[config.mk]
export PLATFORM = sky130hd
export DESIGN_NAME = hwlp_top
export DESIGN_NICKNAME = d
export VERILOG_FILES = /design/src/hwlp_loop_pkg.sv /design/src/hwlp_instr_pkg.sv /design/src/hwlp_top.sv /design/src/hwlp_controller.sv /design/src/riscv_hwloop_regs.sv /design/src/hwlp_setup_decoder.sv
export VERILOG_INCLUDE_DIRS = /design/src
export SDC_FILE = /design/constraint.sdc
export NUM_CORES = 1
export LEC_CHECK = 0
export BUFFER_PORTS_ARGS = -buffer_cell sky130_fd_sc_hd__buf_2
export CORE_UTILIZATION = 59
export DETAILED_ROUTE_END_ITERATION = 8
export PLACE_DENSITY = 0.81
export SLEW_MARGIN = 20
export SYNTH_ARGS = -nofsm -noshare
export SYNTH_HDL_FRONTEND = slang
export SYNTH_HIERARCHICAL = 1
export SYNTH_SLANG_ARGS = --single-unit
[constraint.sdc]
create_clock -name clk -period 3.9 [get_ports clk]
set_input_delay 0 -clock clk [delete_from_list [all_inputs] [get_ports clk]]
set_output_delay 0 -clock clk [all_outputs]
set_load 0.01 [all_outputs]
[src/hwlp_cfg.svh]
// sizing of the hardware-loop unit; HWLP_NUM must stay 2 since the
// instruction word carries a single loop id bit
`ifndef HWLP_CFG_SVH
`define HWLP_CFG_SVH

// number of hardware loops, one regid bit
`define HWLP_NUM 2

// width of loop addresses and counters
`define HWLP_AW 32

// custom-3 major opcode of the lp.* instructions
`define HWLP_OPCODE 7'b1111011

// bits 31:20 hold the 12-bit immediate in both instruction forms
`define HWLP_IMM_W 12

`endif
[src/hwlp_loop_pkg.sv]
// loop register write and readout types; loop id is one bit wide
`include "hwlp_cfg.svh"

package hwlp_loop_pkg;

    // we[0] start, we[1] end, we[2] counter
    typedef struct packed {
        logic [2:0]             we;
        logic                   id;
        logic [`HWLP_AW-1:0]    start;
        logic [`HWLP_AW-1:0]    end_addr;
        logic [`HWLP_AW-1:0]    cnt;
    } hwlp_wr_t;

    typedef struct packed {
        logic [`HWLP_AW-1:0]    start;
        logic [`HWLP_AW-1:0]    end_addr;
        logic [`HWLP_AW-1:0]    cnt;
    } hwlp_loop_t;

    // index 0 is the inner loop
    typedef hwlp_loop_t [`HWLP_NUM-1:0] hwlp_regs_t;

endpackage

[src/hwlp_instr_pkg.sv]
// encoding of the lp.* setup instructions; bits 10:7 are ignored by the decoder
package hwlp_instr_pkg;

    // funct3 codes, 3'b110 and 3'b111 are illegal
    typedef enum logic [2:0] {
        fn_starti = 3'b000,
        fn_endi   = 3'b001,
        fn_count  = 3'b010,
        fn_counti = 3'b011,
        fn_setup  = 3'b100,
        fn_setupi = 3'b101
    } hwlp_funct_e;

    // register form, rs1 bits name a source register
    typedef struct packed {
        logic signed [11:0] offset;
        logic [4:0]         rs1;
        hwlp_funct_e        funct;
        logic               loop_id;
        logic [3:0]         unused;
        logic [6:0]         opcode;
    } hwlp_iform_t;

    // setupi form, rs1 bits carry the iteration count
    typedef struct packed {
        logic [11:0]        end_off;
        logic [4:0]         count_imm;
        hwlp_funct_e        funct;
        logic               loop_id;
        logic [3:0]         unused;
        logic [6:0]         opcode;
    } hwlp_sform_t;

    typedef union packed {
        hwlp_iform_t i;
        hwlp_sform_t s;
    } hwlp_instr_u;

endpackage

[src/hwlp_top.sv]
// hardware-loop unit; jump outputs are combinational from fetch_pc_i,
// fetch_valid_i only gates the counter decrement
`include "hwlp_cfg.svh"

module hwlp_top (
    input  logic                        clk,
    input  logic                        rst_n,

    // setup port from decode
    input  logic                        setup_req_i,
    input  hwlp_instr_pkg::hwlp_instr_u setup_instr_i,
    input  logic [`HWLP_AW-1:0]         setup_pc_i,
    input  logic [`HWLP_AW-1:0]         setup_rs1_i,
    output logic                        setup_ack_o,
    output logic                        setup_err_o,

    // fetch port
    input  logic [`HWLP_AW-1:0]         fetch_pc_i,
    input  logic                        fetch_valid_i,
    output logic                        jump_o,
    output logic [`HWLP_AW-1:0]         jump_target_o
);

    hwlp_loop_pkg::hwlp_wr_t    wr;
    hwlp_loop_pkg::hwlp_regs_t  regs;
    logic [`HWLP_NUM-1:0]       cnt_dec;

    hwlp_setup_decoder u_decoder (
        .clk           (clk),
        .rst_n         (rst_n),
        .setup_req_i   (setup_req_i),
        .setup_instr_i (setup_instr_i),
        .setup_pc_i    (setup_pc_i),
        .setup_rs1_i   (setup_rs1_i),
        .setup_ack_o   (setup_ack_o),
        .setup_err_o   (setup_err_o),
        .wr_o          (wr)
    );

    riscv_hwloop_regs u_regs (
        .clk       (clk),
        .rst_n     (rst_n),
        .wr_i      (wr),
        .valid_i   (fetch_valid_i),
        .cnt_dec_i (cnt_dec),
        .regs_o    (regs)
    );

    hwlp_controller u_ctrl (
        .regs_i        (regs),
        .fetch_pc_i    (fetch_pc_i),
        .cnt_dec_o     (cnt_dec),
        .jump_o        (jump_o),
        .jump_target_o (jump_target_o)
    );

endmodule

[src/hwlp_controller.sv]
// combinational loop-end match; no nesting legality checks, loop 0 is
// taken as the inner loop and wins over loop 1
`include "hwlp_cfg.svh"

module hwlp_controller (
    input  hwlp_loop_pkg::hwlp_regs_t   regs_i,
    input  logic [`HWLP_AW-1:0]         fetch_pc_i,
    output logic [`HWLP_NUM-1:0]        cnt_dec_o,
    output logic                        jump_o,
    output logic [`HWLP_AW-1:0]         jump_target_o
);

    logic [`HWLP_NUM-1:0] hit;

    // a loop with a zero counter is finished and never matches
    always_comb begin
        for (int i = 0; i < `HWLP_NUM; i++) begin
            hit[i] = (regs_i[i].end_addr == fetch_pc_i) && (regs_i[i].cnt != '0);
        end
    end

    // lowest index wins
    always_comb begin
        logic found;

        found         = 1'b0;
        cnt_dec_o     = '0;
        jump_o        = 1'b0;
        jump_target_o = '0;
        for (int i = 0; i < `HWLP_NUM; i++) begin
            if (hit[i] && !found) begin
                found        = 1'b1;
                cnt_dec_o[i] = 1'b1;
                // last iteration falls through
                if (regs_i[i].cnt > `HWLP_AW'(1)) begin
                    jump_o        = 1'b1;
                    jump_target_o = regs_i[i].start;
                end
            end
        end
    end

endmodule

[src/riscv_hwloop_regs.sv]
// start, end and counter of each loop; a counter write on the same edge as
// a decrement wins over the decrement
`include "hwlp_cfg.svh"

module riscv_hwloop_regs (
    input  logic                        clk,
    input  logic                        rst_n,

    // write command from the setup decoder
    input  hwlp_loop_pkg::hwlp_wr_t     wr_i,

    // fetch pc valid, gates the decrement
    input  logic                        valid_i,

    // one-hot decrement from the controller
    input  logic [`HWLP_NUM-1:0]        cnt_dec_i,

    // all loop registers to the controller
    output hwlp_loop_pkg::hwlp_regs_t   regs_o
);

    hwlp_loop_pkg::hwlp_regs_t regs_q;

    assign regs_o = regs_q;

    always_ff @(posedge clk or negedge rst_n) begin
        if (!rst_n) begin
            regs_q <= '0;
        end else begin
            for (int i = 0; i < `HWLP_NUM; i++) begin
                // start address
                if (wr_i.we[0] && (wr_i.id == 1'(i))) begin
                    regs_q[i].start <= wr_i.start;
                end

                // end address
                if (wr_i.we[1] && (wr_i.id == 1'(i))) begin
                    regs_q[i].end_addr <= wr_i.end_addr;
                end

                // counter, setup write first
                if (wr_i.we[2] && (wr_i.id == 1'(i))) begin
                    regs_q[i].cnt <= wr_i.cnt;
                end else if (cnt_dec_i[i] && valid_i) begin
                    regs_q[i].cnt <= regs_q[i].cnt - `HWLP_AW'(1);
                end
            end
        end
    end

endmodule

[src/hwlp_setup_decoder.sv]
// four-phase setup port; instruction, pc and rs1 must be held stable from req
// rising until ack falls, illegal words are acked with err and write nothing
`include "hwlp_cfg.svh"

module hwlp_setup_decoder (
    input  logic                        clk,
    input  logic                        rst_n,
    input  logic                        setup_req_i,
    input  hwlp_instr_pkg::hwlp_instr_u setup_instr_i,
    input  logic [`HWLP_AW-1:0]         setup_pc_i,
    input  logic [`HWLP_AW-1:0]         setup_rs1_i,
    output logic                        setup_ack_o,
    output logic                        setup_err_o,
    output hwlp_loop_pkg::hwlp_wr_t     wr_o
);

    typedef enum logic [1:0] {st_idle, st_ack, st_wait} state_e;

    state_e                         state_q, state_d;
    logic                           err_q;
    logic                           legal;
    logic [2:0]                     we_sel;
    logic [`HWLP_AW-1:0]            off2;
    hwlp_instr_pkg::hwlp_funct_e    funct;

    assign funct = setup_instr_i.i.funct;
    // pc-relative offsets count halfwords
    assign off2  = {{(`HWLP_AW-`HWLP_IMM_W-1){setup_instr_i.i.offset[`HWLP_IMM_W-1]}},
                    setup_instr_i.i.offset, 1'b0};

    always_comb begin
        we_sel = 3'b000;
        case (funct)
            hwlp_instr_pkg::fn_starti: we_sel = 3'b001;
            hwlp_instr_pkg::fn_endi:   we_sel = 3'b010;
            hwlp_instr_pkg::fn_count,
            hwlp_instr_pkg::fn_counti: we_sel = 3'b100;
            hwlp_instr_pkg::fn_setup,
            hwlp_instr_pkg::fn_setupi: we_sel = 3'b111;
            default:                   we_sel = 3'b000;
        endcase
        legal = (setup_instr_i.i.opcode == `HWLP_OPCODE) && (we_sel != 3'b000);
    end

    // payload
    always_comb begin
        wr_o.we       = (state_q == st_ack && legal) ? we_sel : 3'b000;
        wr_o.id       = setup_instr_i.i.loop_id;
        wr_o.end_addr = setup_pc_i + off2;
        if (funct == hwlp_instr_pkg::fn_setup || funct == hwlp_instr_pkg::fn_setupi) begin
            wr_o.start = setup_pc_i + `HWLP_AW'(4);
        end else begin
            wr_o.start = setup_pc_i + off2;
        end
        case (funct)
            hwlp_instr_pkg::fn_counti:
                wr_o.cnt = {{(`HWLP_AW-`HWLP_IMM_W){1'b0}}, setup_instr_i.i.offset};
            hwlp_instr_pkg::fn_setupi:
                wr_o.cnt = {{(`HWLP_AW-5){1'b0}}, setup_instr_i.s.count_imm};
            default:
                wr_o.cnt = setup_rs1_i;
        endcase
    end

    always_comb begin
        state_d = state_q;
        case (state_q)
            st_idle: if (setup_req_i) state_d = st_ack;
            st_ack:  state_d = st_wait;
            st_wait: if (!setup_req_i) state_d = st_idle;
            default: state_d = st_idle;
        endcase
    end

    always_ff @(posedge clk or negedge rst_n) begin
        if (!rst_n) begin
            state_q <= st_idle;
            err_q   <= 1'b0;
        end else begin
            state_q <= state_d;
            // err is captured with the write and held for the ack phase
            if (state_q == st_ack) begin
                err_q <= !legal;
            end else if (state_d == st_idle) begin
                err_q <= 1'b0;
            end
        end
    end

    assign setup_ack_o = (state_q == st_wait);
    assign setup_err_o = err_q;

endmodule

==> results by group <==
Status
  – Run status: finished clean

Power
  – Peak supply drop: 0.000276 V
  – Sw Share: 31.5%
  – Power Dens Cells: 327 mW/mm^2
  – Switching pwr: 1.54 mW
  – Logic pwr share: 21.0%
  – Seq pwr share: 43.2%
  – Leakage power: 6.92 nW
  – Pint: 3.35 mW
  – Clock share of power: 35.7%

Setup path
  – Crit Path Class: flop to flop
  – CP startpoint kind: flop
  – WP data required: 4.21 ns
  – Worst-path cell chain: xor2_1 -> nor4_1 -> nand4_1 -> nor3_4 -> nand3b_1 -> nor4_2 -> nor3b_1 -> xnor2_1 -> o21ai_1
  – WP data arrival: 3.58 ns
  – Slowest stage delay, CP: 0.75 ns
  – WP buf/inv: 0
  – Crit Path Max Fanout: 7
  – Cell family with most CP delay: simple AND/OR/NAND/NOR gates
  – Crit path capture type: flop
  – Slowest-stage cell, CP: nor4_2

Yosys
  – Post-synth EDFFs: 0
  – Synth Cell Area: 0.0132 mm^2
  – Netlist cell types: 82
  – Sequential share of the synthesized area: 37.0%
  – Fraction of registers with async set or reset after synthesis: 100%
  – Synth Instances: 1398
  – Avg Cell Area, Syn: 9.45 um^2
  – Synth area leader: dfrtp_1
  – Most common flop cell mapped by yosys: dfrtp_1
  – Synth Register Bits: 195
  – Syn Nets: 1567
  – Area contributors post-synth: dfrtp_1 (37%), mux2_2 (12%), xnor2_1 (6.2%)
  – Ys Warns: 6
  – Post-synth top area share: 37.0%

STA
  – Max Fclk: 306 MHz
  – Endpoints failing setup: 0
  – Worst hold margin: 0.0157 ns
  – Tmin final: 3.27 ns
  – Final critical-path share of the clock period: 83.9%
  – Worst-Margin Slew: 0.980 ns
  – Layout Skew: 0.0148 ns
  – RSZ-0062 raised after global routing: no
  – Max-slew violation count: 0
  – Hold Violations, Final: 0
  – Max transition margin: 34.7%
  – Setup slack after layout: 0.628 ns
  – Setup TNS: 0 ns

Routing
  – DR iter-0 viols: 840
  – DRC viols: 0
  – Vias per cell: 6.25
  – Post-detailed-route count of antenna-violating nets: 0
  – Initial DRT Pass Iterations: 7
  – Drt wl/cell: 20.6 um
  – Vias: 11.5k
  – Total wire length: 37.9 mm

Final layout
  – Final nets: 1712
  – Fillers: 1782
  – Fin area: 0.0150 mm^2
  – Share of cells above drive strength 1: 25.0%
  – Finished Layout Cells: 1841
  – Most common cell after layout, fill and taps aside: dfrtp_1
  – Most frequent cells in the layout: dfrtp_1 (195), buf_2 (161), mux2_2 (140), nand2_1 (117), nor2_1 (97)
  – P&R area growth vs syn: 13.2%

Clocking
  – CTS-repair resized insts: 0
  – Latest clock arrival within the worst-skew pair: 0.44 ns
  – H-tree lvl count: 4
  – CTS buffer count: 17
  – Clock sink total: 195
  – CTS tree: done
  – Clock buffer depth: 2
  – Clk root buf: clkbuf_16
  – Postcts setup bufs: 0
  – Clock transition at the registers of the reported paths: 0.08 ns

GRT
  – Total GRT Usage: 33.0%
  – GRT met3 Usage: 5.24%
  – Grt total ovfl: 0
  – GRT met1 Usage: 39.0%
  – Initial antenna violation count: 3
  – Met2 Track Usage GR: 57.2%
  – Largest net degree at the start of global routing: 117
  – Number of global-route vias before repair: 11.1k
  – First-pass GRT wire length: 57.5 mm
  – GR peak layer: met2

Place
  – Port Buf Inserts: 162
  – Hpwl dp: 27.8 mm
  – Inst Count DP: 1786
  – RD Place Congestion: 0.945
  – Cell Area, Placed: 0.0142 mm^2
  – Post-Place Worst Slack: 0.732 ns

Min path
  – Hold WC Path Type: input pin to flop

Floorplan
  – Die footprint: 0.0230 mm^2
  – Die Y: 152 um
  – Die width: 152 um
  – Initial core utilization: 60.3%
  – Top-Level Pins: 167
  – Core area: 0.0219 mm^2
  – Row cnt: 54

Run
  – Max Cap Viol: 0
logic make-up (layout without fill, tap and decap cells):
| family | after synthesis | after routing | synth area share [%] |
|---|---|---|---|
| simple gates | 457 | 457 | 18.3 |
| compound gates | 251 | 251 | 12.4 |
| flops | 195 | 195 | 37.0 |
| xor+xnor | 182 | 182 | 12.1 |
| mux | 148 | 148 | 12.6 |
| buf+inv | 128 | 285 | 4.19 |
| fa+ha+maj | 37 | 37 | 3.56 |
| other cells | 0 | 6 | 0 |
flip-flops by register name (all words and copies together) (netlist names):
| register | cells |
|---|---|
| u_decoder/setup_err_o | 1 |
| u_regs/regs_o | 192 |
| u_decoder/state_q | 2 |
cell usage after synthesis, drive strengths merged (26+ instances only):
cell type and number:
a21oi 83, and2 26, buf 29, clkbuf 43, dfrtp 195, ha 36, inv 56, mux2 141
nand2 120, nand3 35, nand4 36, nor2 97, nor3 26, nor4 42, o21ai 68, o32ai 32
xnor2 93, xor2 89
power groups by stage:
stage          sequential (mW)  combinational [mW]  clock (mW)
6_report                  2.12                1.03        1.75
5_1_grt                   2.12                1.11        1.85
3_5_place_dp              2.15               0.989           0
3_3_place_gp              2.15               0.974           0
2_1_floorplan             2.14               0.614           0
4_1_cts                   2.11                1.01        1.78
metrics by stage:
stage	total power [mW]	util (%)
finish	4.89	68.3
global route	5.08	68.2
CTS	4.91	68.2
detailed placement	3.14	64.8
global placement	3.12	64.8
floorplan	2.76	-
repair_timing:
action | CTS | global route
endpoints found under the hold margin | 133 | 0
hold buffers | 18 | 0
endpoints found under the setup margin | 0 | 0
cell type report:
| type | count | area, um^2 | area share (%) |
|---|---|---|---|
| multi-input cells | 1075 | 7790 | 52.1 |
| flip-flops and latches | 195 | 4880 | 32.6 |
| repair buffers | 198 | 1130 | 7.59 |
| clock buffers | 17 | 425 | 2.85 |
| well taps | 280 | 350 | 2.34 |
| inverters | 56 | 210 | 1.41 |
| clock inverters | 14 | 146 | 0.979 |
| diodes | 6 | 15.0 | 0.100 |
worst register-to-register path, cell delays in order, from the launching register on:
cell      delay [ns]
dfrtp_1         0.40
xor2_1          0.15
nor4_1          0.42
nand4_1         0.27
nor3_4          0.39
nand3b_1        0.23
nor4_2          0.75
nor3b_1         0.32
xnor2_1         0.15
o21ai_1         0.07
routing by layer:
layer  up-vias  share of wire, %
li1       5299                 -
met1      5627                39
met2       447                50
met3       129               5.9
met4         4               5.3
met5         -             0.063
final timing paths:
path | startpoint | end | slack, ns | depth (start not counted)
setup / recovery | u_regs/regs_o[63] | u_regs/regs_o[22] | 0.63 | 9
hold / removal | setup_rs1_i[10] | u_regs/regs_o[10] | 0.02 | 5
setup reg to reg | u_regs/regs_o[63] | u_regs/regs_o[22] | 0.63 | 9
hold reg to reg | u_decoder/state_q[1] | u_decoder/state_q[0] | 0.47 | 1
max in group asynchronous | rst_n | u_regs/regs_o[82] | 2.52 | 3
min in group asynchronous | rst_n | u_regs/regs_o[22] | 0.23 | 2
Note: power is estimated with default switching activity, not from simulation.
